`src/hw/cart_bus_pkg.sv`:
```
/*
 * cartridge bus definitions
 * wishbone classic request / response of the cpu side, the download
 * word from the host and the address map constants of the cartridge
 */
package cart_bus_pkg;

	localparam int rom_addr_w  = 23;  // 8 MiB rom byte address
	localparam int cram_addr_w = 17;  // 128 KiB cartridge ram

	// ------------------------------
	// cpu address map
	localparam logic [2:0] region_ram     = 3'd5;  // adr[15:13], 0xA000-0xBFFF
	localparam logic [3:0] ram_enable_key = 4'hA;  // low nibble that opens the ram

	typedef struct packed {
		logic        cyc;
		logic        stb;
		logic        we;
		logic [15:0] adr;
		logic [7:0]  dat_w;
	} cart_wb_req_t;

	typedef struct packed {
		logic       ack;
		logic [7:0] dat_r;
	} cart_wb_rsp_t;

	typedef struct packed {
		logic        valid;
		logic [24:0] addr;  // byte address, even for each word
		logic [15:0] data;  // high byte belongs to the odd address
	} cart_dl_t;

endpackage

```
`src/hw/cart_types_pkg.sv`:
```
/*
 * cartridge type definitions
 * header field locations in the download stream, controller kinds,
 * bank widths and the decoded header / bank state records shared by
 * the mapper stages
 */
package cart_types_pkg;

	// ------------------------------
	// header locations, word addresses of the download stream
	localparam logic [24:0] hdr_addr_cgb  = 25'h142;  // cgb flag in high byte
	localparam logic [24:0] hdr_addr_type = 25'h146;  // cartridge type in high byte
	localparam logic [24:0] hdr_addr_size = 25'h148;  // rom size low, ram size high

	localparam logic [7:0] cgb_flag_compat = 8'h80;  // runs on both models
	localparam logic [7:0] cgb_flag_only   = 8'hC0;  // color only

	localparam int rom_bank_w = 9;  // up to 512 banks of 16k
	localparam int ram_bank_w = 4;  // up to 16 banks of 8k

	// ------------------------------
	typedef enum logic [2:0] {
		MBC_NONE,
		MBC_1,
		MBC_2,
		MBC_3,
		MBC_5
	} mbc_kind_e;

	typedef struct packed {
		mbc_kind_e             kind;
		logic [rom_bank_w-1:0] rom_mask;     // mirrors rom banks past the end
		logic [ram_bank_w-1:0] ram_mask;
		logic                  is_cgb_game;
	} cart_header_t;

	typedef struct packed {
		logic [rom_bank_w-1:0] rom_bank;
		logic [ram_bank_w-1:0] ram_bank;
		logic                  ram_enable;
		logic                  mbc1_mode;    // 0: rom banking, 1: ram banking
		logic                  rtc_select;   // mbc3 clock register in the ram window
	} mbc_bank_state_t;

endpackage

```
`src/hw/cart_header_decode.sv`:
```
/*
 * cartridge header decode
 * picks the cgb flag, type and size bytes out of the rom download and
 * turns them into the controller kind and the rom / ram bank masks
 */
module cart_header_decode
	import cart_types_pkg::*;
	import cart_bus_pkg::*;
(
	input  logic         clk_sys,
	input  logic         reset,
	input  cart_dl_t     dl,
	output cart_header_t header
);

	logic [7:0] cart_type;
	logic [7:0] rom_code;
	logic [7:0] ram_code;
	logic [7:0] cgb_flag;

	// raw header bytes, taken as the words stream past
	always_ff @(posedge clk_sys) begin
		if (reset) begin
			cart_type <= 8'h00;
			rom_code  <= 8'h00;
			ram_code  <= 8'h00;
			cgb_flag  <= 8'h00;
		end else if (dl.valid) begin
			if (dl.addr == hdr_addr_cgb)  cgb_flag  <= dl.data[15:8];  // byte 0x143
			if (dl.addr == hdr_addr_type) cart_type <= dl.data[15:8];  // byte 0x147
			if (dl.addr == hdr_addr_size) begin
				rom_code <= dl.data[7:0];   // byte 0x148
				ram_code <= dl.data[15:8];  // byte 0x149
			end
		end
	end

	// ------------------------------
	always_comb begin
		case (cart_type)
			8'd1, 8'd2, 8'd3:                        header.kind = MBC_1;
			8'd5, 8'd6:                              header.kind = MBC_2;
			8'd15, 8'd16, 8'd17, 8'd18, 8'd19:       header.kind = MBC_3;
			8'd25, 8'd26, 8'd27, 8'd28, 8'd29, 8'd30: header.kind = MBC_5;
			default:                                 header.kind = MBC_NONE;
		endcase

		// code n means 2^(n+1) banks, odd sized carts fall back to 128
		if (rom_code > 8'd8) header.rom_mask = 9'h07F;
		else                 header.rom_mask = 9'h1FF >> (4'd8 - rom_code[3:0]);

		if (ram_code >= 8'd4)      header.ram_mask = 4'b1111;  // 128k, 16 banks
		else if (ram_code == 8'd3) header.ram_mask = 4'b0011;  // 32k, 4 banks
		else                       header.ram_mask = 4'b0000;  // single bank or none

		header.is_cgb_game = (cgb_flag == cgb_flag_compat) || (cgb_flag == cgb_flag_only);
	end

	// kind only moves on the edge after a type word
	a_kind_from_type: assert property (@(posedge clk_sys) disable iff (reset)
		$changed(header.kind) |-> $past(dl.valid && dl.addr == hdr_addr_type));

endmodule

```
`config.mk`:
```
export PLATFORM = sky130hd
export DESIGN_NAME = cart_header_decode
export DESIGN_NICKNAME = d
export VERILOG_FILES = /design/src/hw/cart_bus_pkg.sv /design/src/hw/cart_types_pkg.sv /design/src/hw/cart_header_decode.sv
export SDC_FILE = /design/constraint.sdc
export NUM_CORES = 1
export LEC_CHECK = 0
export BUFFER_PORTS_ARGS = -buffer_cell sky130_fd_sc_hd__buf_2
export CAP_MARGIN = 5
export CORE_MARGIN = 2
export CORE_UTILIZATION = 50
export DETAILED_ROUTE_END_ITERATION = 8
export PLACE_DENSITY = 0.8
export SLEW_MARGIN = 20
export SYNTH_ARGS = -nofsm -noshare
export SYNTH_HDL_FRONTEND = slang
export SYNTH_SLANG_ARGS = --single-unit
```
`constraint.sdc`:
```
create_clock -name clk_sys -period 4.6 [get_ports clk_sys]
set_clock_uncertainty 0.2 [all_clocks]
set_input_delay 0.92 -clock clk_sys [delete_from_list [all_inputs] [get_ports clk_sys]]
set_output_delay 0.92 -clock clk_sys [all_outputs]
set_load 0.03 [all_outputs]
```
* Word level (Yosys, flattened, before mapping)
Memories as Yosys holds them, arrays and structs flattened. A register that Yosys moved wholly into a read port is not among the register bits. Index checks and enable logic that the tools add are counted. W data, S select, Z words.
Cells by class: add/subtract/negate cells 1, reduce and logical (&&, ||, !) cells 5, equality and inequality tests 6, shifts and indexed selects 1, order comparisons 2, muxes and demuxes 6
Operators by type and width (count):
- $eq A25 B9 Y1 const B | 3
- $eq A8 B8 Y1 const B | 2
- $mux W5 | 2
- $mux W9 | 1
- $shr A9 B4 Y9 const A | 1
- $eq A8 B2 Y1 const B | 1
- $ge A8 B3 Y1 const B | 1
- $gt A8 B4 Y1 const B | 1
- $reduce_and A2 Y1 | 3
- $mux W4 | 1
- $sub A4 B4 Y4 const A | 1
- $logic_not A3 Y1 | 1
- $mux W3 | 1
- $mux W2 | 1
- $logic_or A1 B1 Y1 | 1
Storage, ports and cells: flip-flop bits (word level) 32, input port bits 44, logic and storage cells 26, memories kept 1, ROM bits 96
Memory list:
- (no name shown) | depth 32, bits a word 3, read ports 1, clocked after Yosys merged registers in 1, write ports 0, RTL line cart_header_decode.sv:40 | case (cart_type)

* Longest topological paths before layout
depth after elaboration 4, depth in mapped cells 11, depth with buffers taken out 11

* Worst setup path before layout
Ideal clock, no wire load.
path kind input-to-reg, from input dl[30] (netlist bit), to register (tool-made name), path slack 1.106 ns, stages on the path 10, data required time 4.328 ns, data arrival time 3.223 ns, buffers on the path 0, library setup time 0.072 ns, path through nor3_1 > nand4_4 > nor3_4 > mux2i_1 > nor2_1 > ha_1 > nor2b_1 > nand2_1 > or4bb_1 > a2bb2oi_1
RTL lines:
- start: declaration | RTL line cart_header_decode.sv:12 | input cart_dl_t dl,

==> results.json <==
{
  "synth.distinct_cells": 42,
  "ant_nets": 0,
  "antenna_found_initial": 0,
  "post_cts_buffers": 0,
  "synth-seq-area-share_pct": 38.1,
  "drtPass1Iterations": 4,
  "pwr-share-clk_pct": 37.9,
  "synth-edff-count": 0,
  "boundaryPins": 61,
  "ir_drop_mv": 0.193,
  "crit-reg2reg-launch": "cart_type[0]$_SDFFE_PP0N_",
  "syn_area_sq_um": 1780,
  "cap_viol_max_count": 0,
  "setup_slack_ns": 1.06,
  "io_buffer_count": 60,
  "end_kind": "flop",
  "path_max_fanout": 9,
  "max_freq_mhz": 283,
  "setup-tns-final_ns": 0,
  "arrival_ns": 3.61,
  "p_sw_mw": 0.120,
  "wire_per_inst_um": 12.0,
  "p_leak_nw": 0.931,
  "grt_use_total_pct": 19.8,
  "synth_top_area_share_pct": 38.1,
  "combPwrFrac_pct": 7.3,
  "path_class": "primary input to flop",
  "syn-instance-count": 208,
  "seqCellArea_sq_um": 681,
  "root_buffer": "clkbuf_4",
  "synth_nets": 258,
  "die-area_sq_um": 4060,
  "dpl_worst_slack_ns": 0.686,
  "drcViolationCount": 0,
  "gp_congestion": 0.837,
  "rsz0062_at_grt": "no",
  "hp-class": "flop to flop",
  "viasPerCell": 5.23,
  "worstMarginPinSlew_ns": 0.806,
  "cts_made_buffers": 5,
  "power_frac_seq_pct": 54.9,
  "cp_top_family": "simple AND/OR/NAND/NOR gates",
  "fp.dieW_um": 63.7,
  "fp.dieH_um": 63.7,
  "synth_top_area_cell": "dfxtp_1",
  "initial_core_util_pct": 52.6,
  "relSlewSlack_pct": 45.8,
  "grt_pass1_vias": 1495,
  "p_int_mw": 0.416,
  "setup_viol": 0,
  "n_antenna_cell": 0,
  "yosys_warnings": 0,
  "grt_remaining_overflow": 0,
  "syn_area_per_cell_sq_um": 8.58,
  "crit_path_cell_trace": "buf_2 -> nor4_4 -> nand4_4 -> nor3_4 -> mux2i_1 -> nor2_1 -> ha_1 -> nor2b_1 -> nand2_1 -> or4bb_1 -> a2bb2oi_1",
  "hpwl_mm": 2.87,
  "cts_tree": "yes",
  "maxSlewViolCount": 0,
  "ys_ff_latch": 34,
  "post_cts_resized": 0,
  "rows": 21,
  "pwr_density_cell_nw_per_um2": 248,
  "synthFlopType": "dfxtp_1",
  "crit_path_top_delay_cell": "nor3_4",
  "crit_buf_inv": 1,
  "drt-initial-drc-count": 31,
  "hold_start": "ram_code[5]$_SDFFE_PP0P_",
  "cp_slowest_stage_delay_ns": 0.51,
  "design_area_sq_um": 2170,
  "r2r_slack_ns": 2.62,
  "drive_gt1_share_pct": 28.9,
  "place_area_sq_um": 2090,
  "synth.top_cells.by_area": "dfxtp_1 (38%), mux2i_1 (9.0%), nand2_1 (8.6%), a21oi_1 (5.3%), nor2_1 (4.8%)",
  "start_kind": "primary input",
  "crit_start": "dl[37]",
  "n_fill_cell": 283,
  "finalCritPeriodShare_pct": 76.9,
  "grt_pass1_wl_mm": 6.41,
  "vias": 1633,
  "grt_max_degree": 40,
  "syn2layout_area_growth_pct": 21.4,
  "hold_viol_final": 0,
  "status": "finished, final reports clean",
  "nNetsFinal": 315,
  "clkSlewWorstSetupHoldPaths_ns": 0.10,
  "core_area_sq_um": 3390,
  "worst-path-stages": 11,
  "clock_latency_ns": 0.34,
  "clk_path_buf_depth": 2,
  "cts_max_level": 2,
  "post-route-min-period_ns": 3.54,
  "hold_buffers": 0,
  "holdPathStages": 2,
  "wirelength_mm": 3.76,
  "cts_sinks": 34,
  "swShare_pct": 22.4,
  "worstPathRequired_ns": 4.67,
  "ff2ff_path_depth": 7,
  "ys_async_sr_fraction_pct": 0,
  "multi_input_area_sq_um": 1020
}
-- power by group through the flow --
| stage | Clock [mW] | Sequential (mW) | Combinational [mW] |
|---|---|---|---|
| global placement | 0 | 0.301 | 0.0386 |
| finish | 0.203 | 0.294 | 0.0390 |
| global route | 0.218 | 0.294 | 0.0426 |
| CTS | 0.207 | 0.294 | 0.0392 |
| detailed placement | 0 | 0.301 | 0.0391 |
| floorplan | 0 | 0.301 | 0.0129 |
-- synthesized netlist by cell type, drive strengths merged, types with 2 or more instances --
cell type and count:
nor2 23, buf 6, o21ai 5, nor4b 2
a21oi 19, inv 7, nand2b 2, nor3 6
mux2i 16, and2 5, clkbuf 4, nand4 2
or4 2, nand2 41, ha 6, nor2b 2
nor4 8, or2 3, dfxtp 34
-- area by class of cell --
type / instances / share of cell area, %
Timing Repair Buffer: 60 / 13.9
Sequential cell: 34 / 31.4
Clock buffer: 8 / 3.64
Tap cell: 46 / 2.66
Multi-Input combinational cell: 157 / 47.2
Inverter: 7 / 1.21
-- cell usage in the layout, fill, tap and decap left out, types with 6 or more instances in the layout --
cell type  count
nor2_1        23
nand2_1       41
buf_2         60
a21oi_1       19
mux2i_1       16
dfxtp_1       34
inv_1          7
ha_1           6
-- stage by stage --
stage          hold slack, ns  std cells  power (mW)  util [%]
2_1_floorplan           0.232        208       0.314         -
3_3_place_gp            0.240        304       0.340      61.6
3_5_place_dp            0.246        304       0.340      61.6
4_1_cts                 0.261        312       0.541      63.9
5_1_grt                 0.277        312       0.555      63.9
6_report                0.264        312       0.536      63.9
-- worst register-to-register path: stages, from the launching register on --
cell and delay, ns:
dfxtp_1 0.31, mux2i_1 0.20, nor2_1 0.08, ha_1 0.25, nor2b_1 0.14, nand2_1 0.11
or4bb_1 0.47, a2bb2oi_1 0.15
-- registers in the layout, indices dropped and copies added, names as in the netlist, named ones only --
| register | flops |
|---|---|
| cart_type | 8 |
| ram_code | 8 |
| rom_code | 8 |
| cgb_flag | 7 |
-- metal layers --
| metal | track usage, % | routed length [um] | vias up |
|---|---|---|---|
| li1 | - | - | 826 |
| met1 | 24.0 | 1640 | 756 |
| met2 | 33.6 | 1830 | 45 |
| met3 | 5.46 | 237 | 6 |
| met4 | 7.34 | 54 | 0 |
| met5 | 0 | 0 | - |
-- worst min-delay path by stage --
stage	endpoint
final	ram_code[5]$_SDFFE_PP0P_
after global placement	rom_code[7]$_SDFFE_PP0P_
after floorplan	ram_code[6]$_SDFFE_PP0P_
after global routing	ram_code[0]$_SDFFE_PP0P_
after CTS	ram_code[3]$_SDFFE_PP0P_
after detailed placement	ram_code[5]$_SDFFE_PP0P_
-- cell families (layout without fill, tap and decap cells) --
group	after synthesis	in the layout	synth area share (%)
flops	34	34	38.1
compound gates	31	31	10.0
mux	16	16	8.98
xor+xnor	2	2	0.982
buf+inv	17	75	4.56
simple gates	102	102	33.1
fa+ha+maj	6	6	4.21
Note: power is estimated with default switching activity, not from simulation.
