[src/hw/cart_bus_pkg.sv]
/*
 * cartridge bus definitions
 * wishbone classic request / response of the cpu side, the download
 * word from the host and the address map constants of the cartridge
 */
package cart_bus_pkg;

	localparam int rom_addr_w  = 23;  // 8 MiB rom byte address
	localparam int cram_addr_w = 17;  // 128 KiB cartridge ram

	// ------------------------------
	// cpu address map
	localparam logic [2:0] region_ram     = 3'd5;  // adr[15:13], 0xA000-0xBFFF
	localparam logic [3:0] ram_enable_key = 4'hA;  // low nibble that opens the ram

	typedef struct packed {
		logic        cyc;
		logic        stb;
		logic        we;
		logic [15:0] adr;
		logic [7:0]  dat_w;
	} cart_wb_req_t;

	typedef struct packed {
		logic       ack;
		logic [7:0] dat_r;
	} cart_wb_rsp_t;

	typedef struct packed {
		logic        valid;
		logic [24:0] addr;  // byte address, even for each word
		logic [15:0] data;  // high byte belongs to the odd address
	} cart_dl_t;

endpackage

[src/hw/cart_types_pkg.sv]
/*
 * cartridge type definitions
 * header field locations in the download stream, controller kinds,
 * bank widths and the decoded header / bank state records shared by
 * the mapper stages
 */
package cart_types_pkg;

	// ------------------------------
	// header locations, word addresses of the download stream
	localparam logic [24:0] hdr_addr_cgb  = 25'h142;  // cgb flag in high byte
	localparam logic [24:0] hdr_addr_type = 25'h146;  // cartridge type in high byte
	localparam logic [24:0] hdr_addr_size = 25'h148;  // rom size low, ram size high

	localparam logic [7:0] cgb_flag_compat = 8'h80;  // runs on both models
	localparam logic [7:0] cgb_flag_only   = 8'hC0;  // color only

	localparam int rom_bank_w = 9;  // up to 512 banks of 16k
	localparam int ram_bank_w = 4;  // up to 16 banks of 8k

	// ------------------------------
	typedef enum logic [2:0] {
		MBC_NONE,
		MBC_1,
		MBC_2,
		MBC_3,
		MBC_5
	} mbc_kind_e;

	typedef struct packed {
		mbc_kind_e             kind;
		logic [rom_bank_w-1:0] rom_mask;     // mirrors rom banks past the end
		logic [ram_bank_w-1:0] ram_mask;
		logic                  is_cgb_game;
	} cart_header_t;

	typedef struct packed {
		logic [rom_bank_w-1:0] rom_bank;
		logic [ram_bank_w-1:0] ram_bank;
		logic                  ram_enable;
		logic                  mbc1_mode;    // 0: rom banking, 1: ram banking
		logic                  rtc_select;   // mbc3 clock register in the ram window
	} mbc_bank_state_t;

endpackage

[src/hw/mbc_bank_regs.sv]
/*
 * mbc bank registers
 * cpu writes into the rom space land here: ram enable, rom bank,
 * ram bank / rtc select and the mbc1 banking mode
 */
module mbc_bank_regs
	import cart_types_pkg::*;
	import cart_bus_pkg::*;
(
	input  logic            clk_sys,
	input  logic            reset,
	input  logic            accept,    // transfer taken this cycle
	input  cart_wb_req_t    cpu_req,
	input  cart_header_t    header,
	output mbc_bank_state_t bank
);

	logic reg_wr;
	logic is_mbc5;

	assign reg_wr  = accept && cpu_req.we && !cpu_req.adr[15];  // 0x0000-0x7FFF
	assign is_mbc5 = header.kind == MBC_5;

	always_ff @(posedge clk_sys) begin
		if (reset) begin
			bank.rom_bank   <= 9'd1;
			bank.ram_bank   <= 4'd0;
			bank.ram_enable <= 1'b0;
			bank.mbc1_mode  <= 1'b0;
			bank.rtc_select <= 1'b0;
		end else if (reg_wr) begin
			case (cpu_req.adr[14:13])
				// ------------------------------
				2'b00: begin  // ram enable
					bank.ram_enable <= cpu_req.dat_w[3:0] == ram_enable_key;
				end
				// ------------------------------
				2'b01: begin  // rom bank
					if (is_mbc5) begin
						if (cpu_req.adr[12])
							bank.rom_bank[8] <= cpu_req.dat_w[0];  // 0x3000-0x3FFF
						else
							bank.rom_bank[7:0] <= cpu_req.dat_w;   // 0x2000-0x2FFF
					end else if (cpu_req.dat_w[6:0] == 7'd0) begin
						bank.rom_bank <= 9'd1;  // bank 0 can't sit in the upper window
					end else begin
						bank.rom_bank <= {2'b00, cpu_req.dat_w[6:0]};
					end
				end
				// ------------------------------
				2'b10: begin  // ram bank or rtc register
					if (header.kind == MBC_3 && cpu_req.dat_w[3]) begin
						bank.rtc_select <= 1'b1;
					end else begin
						bank.rtc_select <= 1'b0;
						if (is_mbc5)
							bank.ram_bank <= cpu_req.dat_w[3:0];
						else
							bank.ram_bank <= {2'b00, cpu_req.dat_w[1:0]};
					end
				end
				// ------------------------------
				default: begin  // banking mode, mbc1 only
					if (header.kind == MBC_1) bank.mbc1_mode <= cpu_req.dat_w[0];
				end
			endcase
		end
	end

	// accept comes from the result stage, must track the live request
	a_accept_needs_req: assert property (@(posedge clk_sys) disable iff (reset)
		accept |-> (cpu_req.cyc && cpu_req.stb));

endmodule

[config.mk]
export PLATFORM = sky130hd
export DESIGN_NAME = mbc_bank_regs
export DESIGN_NICKNAME = d
export VERILOG_FILES = /design/src/hw/cart_bus_pkg.sv /design/src/hw/cart_types_pkg.sv /design/src/hw/mbc_bank_regs.sv
export SDC_FILE = /design/constraint.sdc
export NUM_CORES = 1
export LEC_CHECK = 0
export BUFFER_PORTS_ARGS = -buffer_cell sky130_fd_sc_hd__buf_2
export CAP_MARGIN = 40
export CORE_UTILIZATION = 39
export CTS_CLUSTER_DIAMETER = 80
export DETAILED_ROUTE_END_ITERATION = 6
export HOLD_SLACK_MARGIN = 0.15
export PLACE_DENSITY = 0.78
export SKIP_CTS_REPAIR_TIMING = 1
export SYNTH_ARGS = -nofsm -noshare
export SYNTH_HDL_FRONTEND = slang
export SYNTH_SLANG_ARGS = --single-unit
[constraint.sdc]
create_clock -name clk_sys -period 1.73 [get_ports clk_sys]
set_clock_uncertainty 0.05 [all_clocks]
set_input_delay 0.346 -clock clk_sys [delete_from_list [all_inputs] [get_ports clk_sys]]
set_output_delay 0.346 -clock clk_sys [all_outputs]
set_load 0.02 [all_outputs]
# After elaboration in Yosys (flattened, before gate mapping)
# Cells that the tools add are included.
op_classes:
  eq_ne: 8
  bitwise: 2
  mux: 6
  reduce_logical: 13
ops:
  columns: ["cell", "count"]
  rows:
  - ["$reduce_and 3->1", 4]
  - ["$mux 9", 1]
  - ["$mux 8", 1]
  - ["$logic_not 7->1", 1]
  - ["$mux 7", 1]
  - ["$eq 4x4->1 const B", 1]
  - ["$mux 4", 1]
  - ["$ne 2x2->1 const B", 2]
  - ["$reduce_and 2->1", 2]
  - ["$eq 3x1->1 const B", 1]
  - ["$eq 3x2->1 const B", 1]
  - ["$eq 3x3->1 const B", 1]
  - ["$logic_and 1x1->1", 3]
  - ["$reduce_or 3->1", 1]
  - ["$eq 2x1->1 const B", 1]
  - ["$eq 2x2->1 const B", 1]
  - ["$logic_not 2->1", 1]
  - ["$mux 1", 2]
  - ["$not 1->1", 2]
  - ["$logic_not 1->1", 1]
word_totals:
  elab_cells: 35
  input_bits: 47
  ff_bits: 16
  out_inout_bits: 16

# Logic depth before layout (Yosys ltp)
# Gate-level depths: netlist of the first run.
logic_depth:
  depth_word: 4
  mapped_depth: 4
  depth_no_buf: 3

# Worst setup path after synthesis of the first run
# No wires, ideal clock.
synth_timing:
  path_kind: "input to register"
  start: "input port reset"
  end: "register bank[7] (netlist bit)"
  path_buffers: 1
  required_time_ns: 1.558
  setup_time_ns: 0.122
  setup_slack_ns: 0.374
  cell_stages: 4
  arrival_time_ns: 1.184
  path_cell_list: "buf_2 -> or2_1 -> a2111o_1 -> o32a_1"
synth_lines:
  columns: ["item", "line_no", "text"]
  rows:
  - ["start: declaration", "mbc_bank_regs.sv:11", "input logic reset,"]
  - ["end: declaration", "mbc_bank_regs.sv:15", "output mbc_bank_state_t bank"]

# Worst setup path after layout of the first run
layout_timing:
  start: "input port header[14] (netlist bit)"
  end: "register bank[7] (netlist bit)"
layout_between:
  elab_chain_len: 3
  word_cells_on_any_way: 4
  cone_classes: "eq/ne (2); mux (1); reduce/logical (1)"
layout_lines:
  columns: ["item", "line_no", "text"]
  rows:
  - ["start: declaration", "mbc_bank_regs.sv:14", "input cart_header_t header,"]
  - ["$eq 3x3->1 *", "mbc_bank_regs.sv:22", "assign is_mbc5 = header.kind == MBC_5;"]
  - ["$ne 2x2->1 (no source line)", null, null]
  - ["$reduce_and 3->1 (no source line)", null, null]
# Mark *: on every way between the ends. The rest lies on a longest branch, timed or not.
# A chain may end at the register's enable or synchronous reset.

==> impl_metrics.py, run 1 <==
metrics = {
    "clock_network": {
        "h-tree-depth": 1,
        "clock_latency_ps": 290,
        "clkSlewWorstSetupHoldPaths_ps": 90,
        "cts_tree": "built",
        "clock_path_buffers": 2,
        "clock_sinks": 16,
        "cts-root-buf": "clkbuf_4",
        "numCtsBuffers": 3,
    },
    "detailed_routing": {
        "wl_per_cell_microns": 13.3,
        "via_count": 786,
        "drc": 0,
        "first_iter_violations": 16,
        "postRouteAntennaNets": 0,
        "viasPerCell": 5.38,
        "drt_first_pass_iters": 5,
        "finalWirelength_microns": 1940,
    },
    "die": {
        "die_h_microns": 48.9,
        "die_area_sq_mm": 0.00239,
        "ios": 63,
        "initial_utilization": 0.425,
        "rows": 16,
        "die_w_microns": 48.9,
        "core-area_sq_mm": 0.00202,
    },
    "setup_path": {
        "critPathRequiredTime_ps": 1860,
        "crit_type": "primary input to flip-flop",
        "cp-end-kind": "flip-flop",
        "crit_fanout": 9,
        "slowest_delay_ps": 440,
        "crit_slowest_cell": "nor3b_4",
        "cp.arrival_ps": 1420,
        "start_kind": "primary input",
        "crit_path_cell_trace": "buf_2 > nor3b_4 > a211oi_4 > o32a_1",
    },
    "sta": {
        "rsz0062_at_grt": "no",
        "finalSetupViolations": 0,
        "slew_headroom": 0.681,
        "slew_violations": 0,
        "fmax_mhz": 781,
        "fin_crit_ps": 1280,
        "fin_crit_sh": 0.740,
        "setup-tns-final_ps": 0,
        "whs_ps": 273,
        "worst_pin_slew_ps": 477,
        "hold_violations": 0,
    },
    "logic_synthesis": {
        "syn_area_sq_um": 858,
        "async_flop_share": 0,
        "synth_fp_nets": 131,
        "synthTopCellsByCount": "nand2b_1, dfxtp_1, mux2i_1, nand3_1, a21oi_1",
        "synth.top_cell.area_share": 0.373,
        "synth_cell_types": 29,
        "synthTopCellsByArea": "dfxtp_1, nand2b_1, mux2i_1",
        "synthFlopType": "dfxtp_1",
        "syn_inst": 84,
        "yosysSeqAreaShare": 0.373,
        "synth.most_common_cell": "nand2b_1",
        "synth_top_area_cell": "dfxtp_1",
        "synth-edff-count": 0,
        "syn-mean-instance-area_sq_um": 10.2,
        "ys_seq_elements": 16,
        "ys_warn_count": 0,
    },
    "placed_design": {
        "hpwl_microns": 1480,
        "io_buffer_count": 34,
        "placedCellCount": 142,
        "gp_congestion": 0.767,
    },
    "cells_and_area": {
        "regMostFlops": "bank",
        "final_cells": 146,
        "antenna_cells": 0,
        "final_nets": 167,
        "layout-drive-gt1-share": 0.378,
        "reg.largest.list": "bank (16)",
        "area_growth_pct": 26.8,
        "largest_register_ffs": 16,
    },
    "global_route": {
        "grt_pass1_vias": 759,
        "grt_pass1_wl_microns": 3310,
        "grt_use_total": 0.181,
        "antenna_found_initial": 0,
        "gr-total-overflow": 0,
        "grt_max_degree": 28,
    },
    "power": {
        "power_mw": 0.716,
        "combPwrFrac": 0.130,
        "pwr-share-clk": 0.349,
        "ir_drop_mv": 0.379,
        "switchingPower_mw": 0.174,
        "swShare": 0.243,
        "p_per_area_mw_per_mm2": 657,
        "p_seq_frac": 0.520,
        "p_leak_nw": 0.465,
        "intPower_mw": 0.542,
    },
    "hold_path": {
        "min_path_type": "primary input to flip-flop",
    },
    "job": {
        "maxCapViolCount": 0,
    },
    "run_status": {
        "status": "finished, final reports clean",
    },
}
## final timing paths
| path | cells past startpoint | endpoint | slack, ps | start |
|---|---|---|---|---|
| max reg2reg | 1 | bank[7] | 920 | bank[7] |
| min reg2reg | 2 | bank[11] | 430 | bank[11] |
| max | 4 | bank[7] | 450 | header[14] |
| min | 3 | bank[11] | 270 | cpu_req[4] |
## power groups by stage
| stage | sequential (mW) | clock (mW) | combinational [mW] |
|---|---|---|---|
| final | 0.372 | 0.250 | 0.0931 |
| after global placement | 0.381 | 0 | 0.0900 |
| after floorplan | 0.385 | 0 | 0.0455 |
| after detailed placement | 0.381 | 0 | 0.0932 |
| after global routing | 0.373 | 0.281 | 0.102 |
| after CTS | 0.372 | 0.261 | 0.0932 |
## layout by cell type, fill, tap and decap left out, types with 2 or more instances in the layout
| cell | count |
|---|---|
| mux2i_1 | 10 |
| o21ai_0 | 2 |
| buf_2 | 34 |
| and4b_1 | 2 |
| or2b_1 | 2 |
| nand3_1 | 5 |
| nand3b_1 | 2 |
| o32ai_1 | 2 |
| a21oi_1 | 3 |
| nor4bb_1 | 2 |
| inv_1 | 2 |
| nand2b_1 | 17 |
| clkbuf_4 | 3 |
| dfxtp_1 | 16 |
## cell families (layout without fill, tap and decap cells)
| kind of cell | count (synthesis) | count (layout) | share of synthesized area |
|---|---|---|---|
| simple gates | 39 | 39 | 0.351 |
| flops | 16 | 16 | 0.373 |
| compound gates | 13 | 13 | 0.130 |
| mux | 10 | 10 | 0.117 |
| buf+inv | 6 | 41 | 0.0292 |
## area by class of cell
cell class	instances	area, sq um
multi-input cells	62	513
inverters	2	7.51
fillers	211	933
repair buffers	35	178
clock buffers	4	36.3
well taps	27	33.8
flip-flops and latches	16	320
## stage by stage
stage | cell area, sq um | utilization | worst slack (ps)
6_report | 1090 | 0.538 | 449
5_1_grt | 1090 | 0.538 | 416
4_1_cts | 1090 | 0.538 | 464
3_5_place_dp | 1050 | 0.520 | 136
3_3_place_gp | 1050 | 0.520 | 173
2_1_floorplan | 858 | - | 374
## critical path, delay by kind of cell
family	cells	cell delay (ps)
AOI/OAI and AO/OA	2	500
and+or+nand+nor	1	440
buffers and inverters	1	120
## layer usage
metal / vias up / track usage / routed length, microns
met4: 0 / 0.0882 / 23
met1: 368 / 0.205 / 888
met2: 37 / 0.306 / 872
li1: 377 / - / -
met5: - / 0 / 0
met3: 4 / 0.0592 / 154
No activity file was read; power rests on OpenSTA's default activity.
==> inputs of run 2 (changes only) <==
--- a/config.mk
+++ b/config.mk
@@ -7,11 +7,12 @@
 export LEC_CHECK = 0
 export BUFFER_PORTS_ARGS = -buffer_cell sky130_fd_sc_hd__buf_2
 export CAP_MARGIN = 40
-export CORE_UTILIZATION = 39
+export CORE_ASPECT_RATIO = 1.75
+export CORE_UTILIZATION = 35
 export CTS_CLUSTER_DIAMETER = 80
 export DETAILED_ROUTE_END_ITERATION = 6
 export HOLD_SLACK_MARGIN = 0.15
-export PLACE_DENSITY = 0.78
+export PLACE_DENSITY = 0.74
 export SKIP_CTS_REPAIR_TIMING = 1
 export SYNTH_ARGS = -nofsm -noshare
 export SYNTH_HDL_FRONTEND = slang
==> constraint.sdc (replaced) <==
create_clock -name clk_sys -period 1.1 [get_ports clk_sys]
set_clock_uncertainty 0.05 [all_clocks]
set_input_delay 0.22 -clock clk_sys [delete_from_list [all_inputs] [get_ports clk_sys]]
set_output_delay 0.22 -clock clk_sys [all_outputs]
set_load 0.02 [all_outputs]
==> run 2 against run 1 <==
Against the previous run:
- via count up 5.6%
- non-clock buffer count up 14
- die area up 11%
- largest power group unchanged
- combinational power up 110%
- largest cell class unchanged
- final cell count up 7.5%
- design area up 15%
==> impl_metrics.py, run 2 (same netlist as run 1, synthesis figures left out) <==
metrics = {
    "run_status": {
        "status": "finished, final reports clean",
    },
    "clock_network": {
        "numCtsBuffers": 3,
        "clock_sinks": 16,
        "clock_path_buffers": 2,
        "clkSlewWorstSetupHoldPaths_ps": 60,
        "h-tree-depth": 1,
        "clock_latency_ps": 250,
        "cts-root-buf": "clkbuf_8",
        "cts_tree": "built",
    },
    "sta": {
        "setup-tns-final_ps": 0,
        "worst_pin_slew_ps": 385,
        "slew_violations": 0,
        "fin_crit_sh": 0.969,
        "fmax_mhz": 939,
        "fin_crit_ps": 1070,
        "finalSetupViolations": 0,
        "rsz0062_at_grt": "yes",
        "hold_violations": 0,
        "slew_headroom": 0.740,
    },
    "die": {
        "die_h_microns": 67.5,
        "die_area_sq_mm": 0.00266,
        "initial_utilization": 0.373,
        "core-area_sq_mm": 0.00230,
        "rows": 23,
        "die_w_microns": 39.4,
        "ios": 63,
    },
    "detailed_routing": {
        "postRouteAntennaNets": 0,
        "via_count": 830,
        "drc": 0,
        "drt_first_pass_iters": 3,
        "wl_per_cell_microns": 13.4,
        "finalWirelength_microns": 2100,
        "viasPerCell": 5.29,
        "first_iter_violations": 14,
    },
    "cells_and_area": {
        "antenna_cells": 0,
        "reg.largest.list": "bank (16)",
        "largest_register_ffs": 16,
        "regMostFlops": "bank",
        "layout-drive-gt1-share": 0.462,
        "final_util": 0.542,
        "area_growth_pct": 45.3,
        "final_cell_mix": "buf_2, nand2b_1, dfxtp_1",
        "final_nets": 181,
        "final_common_cell": "buf_2",
        "num-fill-cells": 211,
    },
    "global_route": {
        "antenna_found_initial": 0,
        "gr-total-overflow": 0,
        "grt_max_degree": 28,
        "grt_use_total": 0.181,
        "grt_pass1_vias": 832,
        "grt_pass1_wl_microns": 3360,
    },
    "setup_path": {
        "cp.arrival_ps": 1150,
        "start_kind": "primary input",
        "crit_type": "primary input to flip-flop",
        "slowest_delay_ps": 360,
        "crit_family": "compound AO/OA/AOI/OAI gates",
        "crit_path_cell_trace": "buf_8 > nor3b_4 > a211oi_4 > o32a_1",
        "cp-end-kind": "flip-flop",
        "worst-path-buf-inv": 1,
        "critPathRequiredTime_ps": 1180,
        "crit_fanout": 7,
        "crit_slowest_cell": "nor3b_4",
    },
    "power": {
        "p_per_area_mw_per_mm2": 981,
        "ir_drop_mv": 0.812,
        "p_leak_nw": 0.545,
    },
    "job": {
        "maxCapViolCount": 0,
    },
    "placed_design": {
        "hpwl_microns": 1650,
        "gp_congestion": 0.756,
        "io_buffer_count": 34,
    },
    "hold_path": {
        "min_path_type": "primary input to flip-flop",
    },
}
-- run 2: layout make-up --
type | count | area [sq um] | share of cell area
clock buffer | 3 | 41.3 | 0.0331
inverter | 2 | 7.51 | 0.00602
multi-input combinational | 62 | 538 | 0.431
sequential | 16 | 320 | 0.257
tap | 25 | 31.3 | 0.0251
timing repair buffer | 49 | 309 | 0.248
-- run 2: per-layer routing --
metal  up-vias  GRT usage  wire length, microns
li1        406          -                     -
met1       392      0.195                   825
met4         0      0.108                    39
met2        28      0.314                  1130
met5         -          0                     0
met3         4     0.0263                   101
-- run 2: report_power, final --
part | total, mW | internal, mW | switching (mW)
logic | 0.196 | 0.105 | 0.0907
clock network | 0.442 | 0.243 | 0.199
registers | 0.586 | 0.584 | 0.00220
-- run 2: path summary, 6_finish.rpt --
kind | startpoint | end | slack (ps) | depth (start not counted)
setup / recovery | header[15] | bank[7] | 30 | 4
hold / removal | cpu_req[4] | bank[11] | 190 | 3
setup reg to reg | bank[7] | bank[7] | 290 | 1
hold reg to reg | bank[8] | bank[8] | 420 | 2
-- run 2: stage by stage --
step,total power [mW],std cells,worst slack (ps),hold WS [ps],cell area [sq um]
CTS,1.22,156,4.94,187,1190
finish,1.22,157,34.5,189,1250
global placement,0.775,153,-227,409,1150
floorplan,0.679,84,-80.9,317,867
detailed placement,0.780,153,-258,412,1150
global route,1.27,157,-38.1,213,1250
