<file path="config.mk">
export PLATFORM = sky130hd
export DESIGN_NAME = cart_addr_map
export DESIGN_NICKNAME = d
export VERILOG_FILES = /design/src/hw/cart_bus_pkg.sv /design/src/hw/cart_types_pkg.sv /design/src/hw/cart_addr_map.sv
export SDC_FILE = /design/constraint.sdc
export NUM_CORES = 1
export LEC_CHECK = 0
export ABC_AREA = 1
export BUFFER_PORTS_ARGS = -buffer_cell sky130_fd_sc_hd__buf_2
export CAP_MARGIN = 10
export CORE_MARGIN = 10
export CORE_UTILIZATION = 23
export DETAILED_ROUTE_END_ITERATION = 8
export PLACE_DENSITY = 0.84
export SETUP_SLACK_MARGIN = 0.15
export SYNTH_ARGS = -nofsm -noshare
export SYNTH_HDL_FRONTEND = slang
export SYNTH_SLANG_ARGS = --single-unit
</file>
<file path="constraint.sdc">
create_clock -name vclk -period 0.8
set_input_delay 0.04 -clock vclk [all_inputs]
set_output_delay 0.04 -clock vclk [all_outputs]
set_load 0.05 [all_outputs]
</file>
<file path="src/hw/cart_bus_pkg.sv">
/*
 * cartridge bus definitions
 * wishbone classic request / response of the cpu side, the download
 * word from the host and the address map constants of the cartridge
 */
package cart_bus_pkg;

	localparam int rom_addr_w  = 23;  // 8 MiB rom byte address
	localparam int cram_addr_w = 17;  // 128 KiB cartridge ram

	// ------------------------------
	// cpu address map
	localparam logic [2:0] region_ram     = 3'd5;  // adr[15:13], 0xA000-0xBFFF
	localparam logic [3:0] ram_enable_key = 4'hA;  // low nibble that opens the ram

	typedef struct packed {
		logic        cyc;
		logic        stb;
		logic        we;
		logic [15:0] adr;
		logic [7:0]  dat_w;
	} cart_wb_req_t;

	typedef struct packed {
		logic       ack;
		logic [7:0] dat_r;
	} cart_wb_rsp_t;

	typedef struct packed {
		logic        valid;
		logic [24:0] addr;  // byte address, even for each word
		logic [15:0] data;  // high byte belongs to the odd address
	} cart_dl_t;

endpackage

</file>
<file path="src/hw/cart_types_pkg.sv">
/*
 * cartridge type definitions
 * header field locations in the download stream, controller kinds,
 * bank widths and the decoded header / bank state records shared by
 * the mapper stages
 */
package cart_types_pkg;

	// ------------------------------
	// header locations, word addresses of the download stream
	localparam logic [24:0] hdr_addr_cgb  = 25'h142;  // cgb flag in high byte
	localparam logic [24:0] hdr_addr_type = 25'h146;  // cartridge type in high byte
	localparam logic [24:0] hdr_addr_size = 25'h148;  // rom size low, ram size high

	localparam logic [7:0] cgb_flag_compat = 8'h80;  // runs on both models
	localparam logic [7:0] cgb_flag_only   = 8'hC0;  // color only

	localparam int rom_bank_w = 9;  // up to 512 banks of 16k
	localparam int ram_bank_w = 4;  // up to 16 banks of 8k

	// ------------------------------
	typedef enum logic [2:0] {
		MBC_NONE,
		MBC_1,
		MBC_2,
		MBC_3,
		MBC_5
	} mbc_kind_e;

	typedef struct packed {
		mbc_kind_e             kind;
		logic [rom_bank_w-1:0] rom_mask;     // mirrors rom banks past the end
		logic [ram_bank_w-1:0] ram_mask;
		logic                  is_cgb_game;
	} cart_header_t;

	typedef struct packed {
		logic [rom_bank_w-1:0] rom_bank;
		logic [ram_bank_w-1:0] ram_bank;
		logic                  ram_enable;
		logic                  mbc1_mode;    // 0: rom banking, 1: ram banking
		logic                  rtc_select;   // mbc3 clock register in the ram window
	} mbc_bank_state_t;

endpackage

</file>
<file path="src/hw/cart_addr_map.sv">
/*
 * cartridge address map
 * turns the cpu address and the bank state into a rom byte address
 * and a cartridge ram address, purely combinational
 */
module cart_addr_map
	import cart_types_pkg::*;
	import cart_bus_pkg::*;
(
	input  cart_wb_req_t           cpu_req,
	input  cart_header_t           header,
	input  mbc_bank_state_t        bank,
	output logic [rom_addr_w-1:0]  rom_addr,
	output logic [cram_addr_w-1:0] cram_addr,
	output logic                   in_ram_window
);

	logic                  mbc1_mode0;
	logic [rom_bank_w-1:0] rom_bank_sel;  // bank register before masking
	logic [rom_bank_w-1:0] rom_bank_eff;
	logic [ram_bank_w-1:0] ram_bank_eff;

	assign mbc1_mode0 = (header.kind == MBC_1) && !bank.mbc1_mode;

	// ------------------------------
	// rom side
	always_comb begin
		rom_bank_sel = bank.rom_bank;
		if (header.kind != MBC_5) rom_bank_sel[8:7] = 2'b00;  // 7 bit controllers
		if (header.kind == MBC_1) begin
			// upper two bank lines come from the ram bank reg in mode 0
			rom_bank_sel[6:5] = mbc1_mode0 ? bank.ram_bank[1:0] : 2'b00;
		end

		if (header.kind == MBC_NONE)
			rom_bank_eff = {8'd0, cpu_req.adr[14]};       // plain 32k rom
		else if (cpu_req.adr[14])
			rom_bank_eff = rom_bank_sel & header.rom_mask;  // switchable window
		else
			rom_bank_eff = '0;                              // fixed bank 0
	end

	assign rom_addr = {rom_bank_eff, cpu_req.adr[13:0]};

	// ------------------------------
	// ram side, 8k windows
	always_comb begin
		if (mbc1_mode0 || header.kind == MBC_2 || header.kind == MBC_NONE)
			ram_bank_eff = '0;
		else
			ram_bank_eff = bank.ram_bank & header.ram_mask;
	end

	assign cram_addr     = {ram_bank_eff, cpu_req.adr[12:0]};
	assign in_ram_window = cpu_req.adr[15:13] == region_ram;

endmodule

</file>
* Word level (Yosys, flattened, before mapping)
Cells that the tools add are included.
** Storage, ports and cells
- Output and inout port bits :: 41
- Register bits :: 0
** Operators by class
- Bitwise logic cells :: 2
- Equality and inequality tests :: 4
- Mux-type cells :: 6
- Reduce and logical (&&, ||, !) cells :: 5
** Operator list (count)
- 9-bit two-way mux :: 2
- 9-bit AND :: 1
- 2-bit two-way mux :: 3
- 4-bit AND :: 1
- 4-bit two-way mux :: 1
- 3-bit by 1-bit equality test with 1-bit output, second input constant :: 1
- 3-bit by 2-bit equality test with 1-bit output, second input constant :: 1
- 3-bit equality test, second input constant :: 1
- 3-bit logical NOT :: 1
- 3-bit != test, second input constant :: 1
- 1-bit logical OR :: 2
- 1-bit logical AND :: 1
- 1-bit logical NOT :: 1

* Longest topological paths before layout
Gate-level depths: netlist (run 1).
- Word-level depth :: 7
- Depth in mapped cells :: 4

* Worst setup path after synthesis (run 1)
Ideal clock, no wire load.
- Path kind :: input to output
- Start point :: input header[15] in the netlist's numbering
- End point :: output rom_addr[14]
- Stages on the path :: 3
- Setup slack :: -0.591 ns
- Required time :: 0.760 ns
- Arrival :: 1.351 ns
- Cell sequence :: nor2_2 > nand2_2 > a21boi_0
** Between the ends
- Longest elaborated chain between the ends :: 2
** RTL lines
- start: declaration :: RTL line cart_addr_map.sv:11 : input cart_header_t header,
- 3-bit logical NOT :: RTL line cart_addr_map.sv:35 : if (header.kind == MBC_NONE)
- 9-bit two-way mux :: RTL line cart_addr_map.sv:35
- end: declaration :: RTL line cart_addr_map.sv:13 : output logic [rom_addr_w-1:0] rom_addr,
Every way passes these cells.

* Worst setup path after layout (run 1)
- Start point :: input header[14] in the netlist's numbering
- End point :: output cram_addr[15]
** Between the ends
- Longest elaborated chain between the ends :: 5
** RTL lines
- 3-bit by 1-bit equality test with 1-bit output :: RTL line cart_addr_map.sv:23 : assign mbc1_mode0 = (header.kind == MBC_1) && !bank.mbc1_mode;
- 1-bit logical AND :: RTL line cart_addr_map.sv:23
- 1-bit logical OR :: RTL line cart_addr_map.sv:48 : if (mbc1_mode0 || header.kind == MBC_2 || header.kind == MBC_NONE)
- 1-bit logical OR * :: RTL line cart_addr_map.sv:48
- 4-bit two-way mux * :: RTL line cart_addr_map.sv:48
- end: declaration :: RTL line cart_addr_map.sv:14 : output logic [cram_addr_w-1:0] cram_addr,
Every way passes the cells marked *; elsewhere a longest branch is shown, timed or not.

==> flow_metrics.tcl, run 1 <==
set metrics [dict create \
    initial_core_util_pct 24.25 \
    min-delay-start "cpu_req[9]" \
    diodes 0 \
    period_minus_slack_ns 0.8149 \
    syn-num-nets 130 \
    timing.fmax_mhz 1227 \
    cap_violations 0 \
    track_usage_pct 9.544 \
    timing.final.ws_setup_ns -0.01486 \
    grt_start_max_net_pins 11 \
    via_per_inst 4.323 \
    hold_buffers 0 \
    synth_cell_type_count 12 \
    place_congestion 0.6658 \
    synth.area.top_cells "buf_4 (49%), nand3_1 (11%), nor2_1 (10%)" \
    core_area_sq_um 1708 \
    cpMaxStageDelayCell "buf_8" \
    final.fill_count 161 \
    hpwl_um 1740 \
    vias 536 \
    place_area_sq_um 658.1 \
    synth_area_sq_um 414.1 \
    pin_count 101 \
    syn_avg_cell_area_sq_um 5.916 \
    cp.required_ns 0.76 \
    synth_top_area_cell "buf_4" \
    critical_path_class "primary input to output pin" \
    seq_cell_count 0 \
    layout_commonest_cell "buf_2" \
    slew_violations 0 \
    setup_viol 4 \
    power_density_nw_per_um2 584.2 \
    crit_fanout 3 \
    ant_nets 0 \
    final_area_sq_um 870.8 \
    setup_tns_ns -0.04903 \
    crit_end "cram_addr[15]" \
    die_area_sq_um 3898 \
    grt_overflow 0 \
    violations "setup timing" \
    worstSetupStartpoint "header[14]" \
    grt_antenna_before_repair 0 \
    final-seq-area_sq_um 0 \
    finalHoldViolCount 0 \
    cellLeakagePower_nw 0.4059 \
    die_w_um 62.44 \
    drt_wl_total_um 1998 \
    min_period_over_period_pct 101.9 \
    grt_pass1_vias 636 \
    die_y_um 62.44 \
    synthCells 70 \
    multi_input_area_sq_um 322.8 \
    dr.pass1.iters 1 \
    slew_headroom_pct 83.19 \
    drc 0 \
    peakVddDrop_uv 274.5 \
    clock_buffers 0 \
    crit_path_start_kind "primary input" \
    hp-class "primary input to output pin" \
    areaGrowthSynthToFinish_pct 110.3 \
    seq_area_frac_synth_pct 0 \
    crit_path_end_kind "output pin" \
    io_buffers 48 \
    routedWlPerCell_um 16.11 \
    nets 161 \
    cp_common_cell "buf_8" \
    status "complete, but fails checks" \
    final_layout_size_suffix_gt1_share_pct 80.81 \
    synth_top_area_share_pct 48.94 \
    rsz0062_at_grt "true" \
    tightest_slew_ns 0.2538 \
    crit_chain "buf_8 > buf_4 > nand3_2 > o21ai_2 > buf_6 > nor2_4 > buf_8" \
    rows 15 \
    cp.arrival_ns 0.77 \
    final_cell_mix "buf_2 (30), buf_8 (14), nor2_4 (13), nand3_1 (8), nand2_1 (7)" \
    yosysWarnings 0 \
    grt_pass1_wl_um 3201 \
    max_stage_delay_ns 0.15 \
    drt_iter0_drc 0 \
]
==> worst min path at each step <==
| stage | endpoint | slack (ns) | depth (start not counted) |
|---|---|---|---|
| floorplan | in_ram_window | 0.24 | 2 |
| finish | cram_addr[1] | 0.08 | 0 |
| CTS | cram_addr[11] | 0.08 | 0 |
| global route | cram_addr[2] | 0.08 | 0 |
| global placement | cram_addr[11] | 0.08 | 0 |
| detailed placement | cram_addr[11] | 0.08 | 0 |
==> area by class of cell <==
cell class / count / share of cell area, %
inverters: 3 / 1.293
multi-input cells: 39 / 37.07
well taps: 25 / 3.592
repair buffers: 57 / 58.05
==> report_power, final <==
group | switching, mW | total [mW] | internal [mW]
clock | 0 | 0 | 0
sequential | 0 | 0 | 0
combinational | 0.270 | 0.509 | 0.239
total | 0.270 | 0.509 | 0.239
==> synth_stat cells <==
cell type   n
buf_6       1
o21ai_2     1
a21oi_2     2
inv_1       3
nor2_2      2
nand4_1     2
buf_4      27
a21boi_0    1
nor2_1     11
nand3_1     9
nand2_1    10
nand2_2     1
==> kinds of logic (layout without fill, tap and decap cells) <==
family / Yosys count / in the layout / share of synthesized area (%)
simple gates: 35 / 35 / 37.46
compound gates: 4 / 4 / 8.159
buf+inv: 31 / 60 / 54.38
==> metal layers <==
metal	vias to the layer above	track usage, %	part of all wire (%)
met4	0	4.469	5.0
li1	255	-	-
met5	-	0	0
met3	16	5.197	15
met1	223	8.216	30
met2	42	17.56	50
==> per-stage QoR <==
step | hold slack, ns | util [%] | power (mW) | setup slack [ns] | instances
after global placement | 0.08053 | 38.53 | 0.3958 | -0.1283 | 123
final | 0.08003 | 50.99 | 0.5087 | -0.01486 | 124
after CTS | 0.08053 | 48.79 | 0.4905 | -0.02870 | 124
after global routing | 0.08011 | 50.99 | 0.5407 | -0.05198 | 124
after detailed placement | 0.08053 | 38.53 | 0.4039 | -0.1456 | 123
after floorplan | 0.2402 | - | 0.5850 | 0.03280 | 70
==> critical path: cells and delay by family <==
family                 cells  cell delay [ns]
buffers and inverters      4             0.52
and+or+nand+nor            2             0.15
AOI/OAI and AO/OA          1             0.07
==> repair_timing <==
item,in CTS,in global routing
setup endpoints to repair,14,14
buffers inserted,1,0
pin swaps,8,6
gates resized for setup,52,9
Note: power is estimated with default switching activity, not from simulation.
==> run 2: changes to the inputs <==
Settings changed: CORE_MARGIN 10 to 2.
==> run 2 against run 1 <==
The flow still finishes with violations (setup timing). Wire length fell by 30%. Combinational power decreased by 2%. Worst setup slack lost 0.0087 ns. Core utilization decreased by 0.88 points. Clock-buffer cell count did not move. Hold slack is essentially flat. Power decreased by 2.1%. Cell count unchanged. Global-route usage grew 2.4 points. Critical endpoint unchanged.
==> flow_metrics.tcl, run 2 (synthesis gave the netlist of run 1 again) <==
set metrics [dict create \
    crit_path_start_kind "primary input" \
    via_per_inst 4.185 \
    drc 0 \
    die_area_sq_um 2156 \
    worstSetupStartpoint "header[16]" \
    seq_cell_count 0 \
    min-delay-start "cpu_req[16]" \
    max_stage_delay_ns 0.14 \
    slew_violations 0 \
    diodes 0 \
    layout_commonest_cell "buf_2" \
    final_layout_size_suffix_gt1_share_pct 78.79 \
    ant_nets 0 \
    die_w_um 46.44 \
    critical_path_class "primary input to output pin" \
    grt_pass1_vias 486 \
    whs_ns 0.08003 \
    routedWlPerCell_um 11.25 \
    timing.fmax_mhz 1214 \
    die_y_um 46.44 \
    grt_pass1_wl_um 1973 \
    crit_fanout 4 \
    hpwl_um 1178 \
    cellLeakagePower_nw 0.4003 \
    grt_start_max_net_pins 11 \
    core_area_sq_um 1708 \
    min_period_over_period_pct 102.9 \
    cp.arrival_ns 0.78 \
    power_density_nw_per_um2 582.1 \
    clock_buffers 0 \
    cap_violations 0 \
    final_cell_mix "buf_2 (30), nor2_4 (13), buf_6 (12), buf_8 (10), nand2_1 (9)" \
    hold_buffers 0 \
    violations "setup timing" \
    p_int_uw 232.4 \
    areaGrowthSynthToFinish_pct 106.6 \
    track_usage_pct 11.98 \
    grt_antenna_before_repair 0 \
    crit_path_end_kind "output pin" \
    seqPwrFrac_pct 0 \
    pin_count 101 \
    initial_core_util_pct 24.25 \
    place_congestion 0.7147 \
    setup_viol 5 \
    worst-path-buf-inv 3 \
    hp-class "primary input to output pin" \
    vias 519 \
    final-seq-area_sq_um 0 \
    status "complete, but fails checks" \
    p_clk_share_pct 0 \
    tightest_slew_ns 0.2515 \
    cp.required_ns 0.76 \
    period_minus_slack_ns 0.8235 \
    io_buffers 48 \
    combPwrFrac_pct 100.0 \
    power_switching_share_pct 53.35 \
    timing.final.ws_setup_ns -0.02352 \
    drt_wl_total_um 1395 \
    rows 15 \
    finalHoldViolCount 0 \
    peakVddDrop_uv 295.5 \
    p_switching_uw 265.8 \
    nets 161 \
    path_delay_family "buffers and inverters" \
    drt_iter0_drc 0 \
    dp_slack_ns -0.1493 \
    dr.pass1.iters 1 \
    crit_chain "buf_8 > nor2_4 > nand3_2 > o21ai_4 > buf_6 > nor2_4 > buf_6" \
    slew_headroom_pct 83.35 \
    cpMaxStageDelayCell "buf_6" \
    grt_overflow 0 \
    rsz0062_at_grt "true" \
]
## run 2: path summary, 6_finish.rpt
| check | end | slack [ns] | cells past startpoint |
|---|---|---|---|
| hold / removal | cram_addr[8] | 0.08 | 0 |
| setup / recovery | cram_addr[15] | -0.02 | 7 |
## run 2: metal layers
layer / vias to the layer above / share of wire, % / track usage (%)
li1: 255 / - / -
met1: 212 / 27 / 10.57
met2: 50 / 58 / 27.50
met3: 2 / 14 / 1.961
met4: 0 / 0.43 / 0.5714
met5: - / 0 / 0
## run 2: area by class of cell
class | count | area (sq um)
Tap cell | 25 | 31.28
Fill cell | 174 | 852.1
Inverter | 3 | 13.76
Timing Repair Buffer | 57 | 485.5
Multi-Input combinational cell | 39 | 325.3
## run 2: metrics by stage
step / utilization (%) / cells / setup TNS, ns / cell area (sq um) / total power [mW]
after floorplan: - / 70 / 0 / 515.5 / 0.5850
after global routing: 50.11 / 124 / -0.4425 / 855.8 / 0.5261
final: 50.11 / 124 / -0.09131 / 855.8 / 0.4982
after detailed placement: 37.36 / 122 / -1.374 / 638.1 / 0.3859
after CTS: 46.67 / 123 / -0.1184 / 797.0 / 0.4673
after global placement: 37.36 / 122 / -1.265 / 638.1 / 0.3795
## run 2: power groups by stage
stage / Sequential, mW / Clock, mW / Combinational, mW
floorplan: 0 / 0 / 0.585
global placement: 0 / 0 / 0.380
detailed placement: 0 / 0 / 0.386
CTS: 0 / 0 / 0.467
global route: 0 / 0 / 0.526
finish: 0 / 0 / 0.498
## run 2: repair_timing
item	in CTS	in global routing
gates resized for setup	47	12
pin swaps	8	8
buffers inserted	1	1
setup endpoints to repair	14	14
==> run 3: changes to the inputs <==
--- a/config.mk
+++ b/config.mk
@@ -7,3 +7,2 @@
 export LEC_CHECK = 0
-export ABC_AREA = 1
 export BUFFER_PORTS_ARGS = -buffer_cell sky130_fd_sc_hd__buf_2
@@ -11,5 +10,5 @@
 export CORE_MARGIN = 2
-export CORE_UTILIZATION = 23
+export CORE_UTILIZATION = 22
 export DETAILED_ROUTE_END_ITERATION = 8
-export PLACE_DENSITY = 0.84
+export PLACE_DENSITY = 0.86
 export SETUP_SLACK_MARGIN = 0.15
==> constraint.sdc (replaced) <==
create_clock -name vclk -period 0.8
set_input_delay 0.04 -clock vclk [all_inputs]
set_output_delay 0.04 -clock vclk [all_outputs]
set_load 0.02 [all_outputs]
==> run 3 against run 2 <==
The flow still finishes with violations (setup timing). Global-route usage grew 0.43 points. First-iteration DRC count grew 2. Worst setup slack lost 0.031 ns. Fmax shrank 3.6%. Synthesized cell count shrank 20%. Final area shrank 20%. Combinational power shrank 33%. Cell count shrank 22%. Via count shrank 17%. Wire length shrank 13%. Synthesized area shrank 9.4%. Core utilization shrank 6.5 points. Critical path type unchanged. Largest cell class unchanged. Largest power group unchanged. Highest routed layer unchanged.
==> flow_metrics.tcl, run 3 <==
set metrics [dict create \
    status "complete, but fails checks" \
    violations "setup timing" \
    max_stage_delay_ns 0.22 \
    timing.final.ws_setup_ns -0.05463 \
    synth_cell_type_count 12 \
    hp-class "primary input to output pin" \
    period_minus_slack_ns 0.8546 \
    worstSetupStartpoint "header[15]" \
    cpMaxStageDelayCell "nor3b_4" \
    final_layout_size_suffix_gt1_share_pct 82.72 \
    seq_cell_count 0 \
    finalNonFillerCells 97 \
    grt_pass1_wl_um 1959 \
    synth_common_cells "buf_4 (27), and3_1 (10), nand2_1 (4)" \
    power_density_nw_per_um2 488.7 \
    die_w_um 45.31 \
    grt_overflow 0 \
    crit_path_start_kind "primary input" \
    cp.required_ns 0.76 \
    layout_commonest_cell "buf_2" \
    seq_area_frac_synth_pct 0 \
    synth_top_area_share_pct 54.00 \
    cellLeakagePower_nw 0.3547 \
    initial_core_util_pct 24.08 \
    grt_start_max_net_pins 7 \
    slew_headroom_pct 87.28 \
    cap_violations 0 \
    io_buffers 48 \
    placed_cells 94 \
    cp.depth 5 \
    yosysMostFrequentCell "buf_4" \
    drt_wl_total_um 1216 \
    crit_path_end_kind "output pin" \
    grt_antenna_before_repair 0 \
    via_per_inst 4.423 \
    areaGrowthSynthToFinish_pct 81.33 \
    peakVddDrop_uv 175.6 \
    crit_fanout 5 \
    routedWlPerCell_um 12.54 \
    synth.area.top_cells "buf_4 (54%), and3_1 (17%), nand2b_1 (5.0%)" \
    syn-num-nets 116 \
    dr.pass1.iters 2 \
    yosysWarnings 0 \
    die_y_um 45.31 \
    synthCells 56 \
    rsz0062_at_grt "true" \
    min_period_over_period_pct 106.8 \
    setup_viol 6 \
    place_congestion 0.6827 \
    clock_buffers 0 \
    worst-path-buf-inv 2 \
    critical_path_class "primary input to output pin" \
    pin_count 101 \
    core_area_sq_um 1559 \
    crit_chain "buf_12 > nor3b_4 > nand3b_1 > a21oi_4 > buf_6" \
    finalHoldViolCount 0 \
    final_cell_mix "buf_2 (31), buf_6 (15), and3_4 (7), buf_4 (4)" \
    drc 0 \
    ant_nets 0 \
    cp.arrival_ns 0.81 \
    synth_area_sq_um 375.4 \
    syn_avg_cell_area_sq_um 6.703 \
    slew_violations 0 \
    rows 14 \
    min-delay-start "cpu_req[17]" \
    final-seq-area_sq_um 0 \
    die_area_sq_um 2053 \
    timing.fmax_mhz 1170 \
    drt_iter0_drc 2 \
    vias 429 \
    crit_end "rom_addr[20]" \
    tightest_slew_ns 0.1906 \
    grt_pass1_vias 484 \
    track_usage_pct 12.42 \
    diodes 0 \
    path_delay_family "simple AND/OR/NAND/NOR gates" \
    synth_top_area_cell "buf_4" \
    final_core_util_pct 43.66 \
    nets 143 \
]
[run 3: changes by cell type in the layout (fill, tap and decap cells not counted), sizes merged, moves of 2 or more]
cell / delta
nand4: -2
nand3: -9
and3: +10
nor3: +2
nor2: -12
buf: -5
nand2: -7
nand2b: +3
nand3b: +2
inv: -3
[run 3: through the flow]
| stage | area [sq um] | worst slack, ns | hold slack [ns] | total power [mW] | setup TNS, ns |
|---|---|---|---|---|---|
| after floorplan | 397.9 | 0.1422 | 0.1598 | 0.2923 | 0 |
| after global placement | 462.9 | -0.1138 | 0.08021 | 0.2172 | -0.6608 |
| after detailed placement | 462.9 | -0.1591 | 0.08021 | 0.2250 | -0.8902 |
| after CTS | 650.6 | -0.08570 | 0.08021 | 0.3196 | -0.2982 |
| after global routing | 680.7 | -0.08414 | 0.08004 | 0.3552 | -0.4534 |
| final | 680.7 | -0.05463 | 0.08001 | 0.3327 | -0.2210 |
[run 3: cell type report]
type                       instances  area [sq um]
fill                             155         878.3
timing repair buffer              52         389.1
tap                               16         20.02
multi-input combinational         29         271.5
[run 3: repair_timing]
item,in CTS,in global routing
buffers inserted,2,1
gates resized for setup,47,5
endpoints found under the setup margin,13,13
pin swaps,16,7
hold buffers,0,0
[run 3: routing by layer]
layer  vias up  routed length, um  GRT usage, %
li1        213                  -             -
met5         -                  0             0
met3         2                133         3.600
met4         0                  2         2.941
met2        25                734         27.14
met1       189                345         10.26
[run 3: worst min-delay path by stage]
stage	to	slack, ns	depth (start not counted)
after detailed placement	cram_addr[12]	0.08	0
after global routing	cram_addr[0]	0.08	0
after floorplan	in_ram_window	0.16	1
after CTS	cram_addr[12]	0.08	0
final	cram_addr[9]	0.08	0
after global placement	cram_addr[12]	0.08	0
[run 3: logic make-up after synthesis]
kind of cell / after synthesis / share of synthesized area, %
buf+inv: 27 / 54.00
simple gates: 24 / 38.33
compound gates: 5 / 7.665
[run 3: power by group]
| group | internal (mW) | switching, mW |
|---|---|---|
| Clock | 0 | 0 |
| Combinational | 0.192 | 0.141 |
| Sequential | 0 | 0 |
| Total | 0.192 | 0.141 |
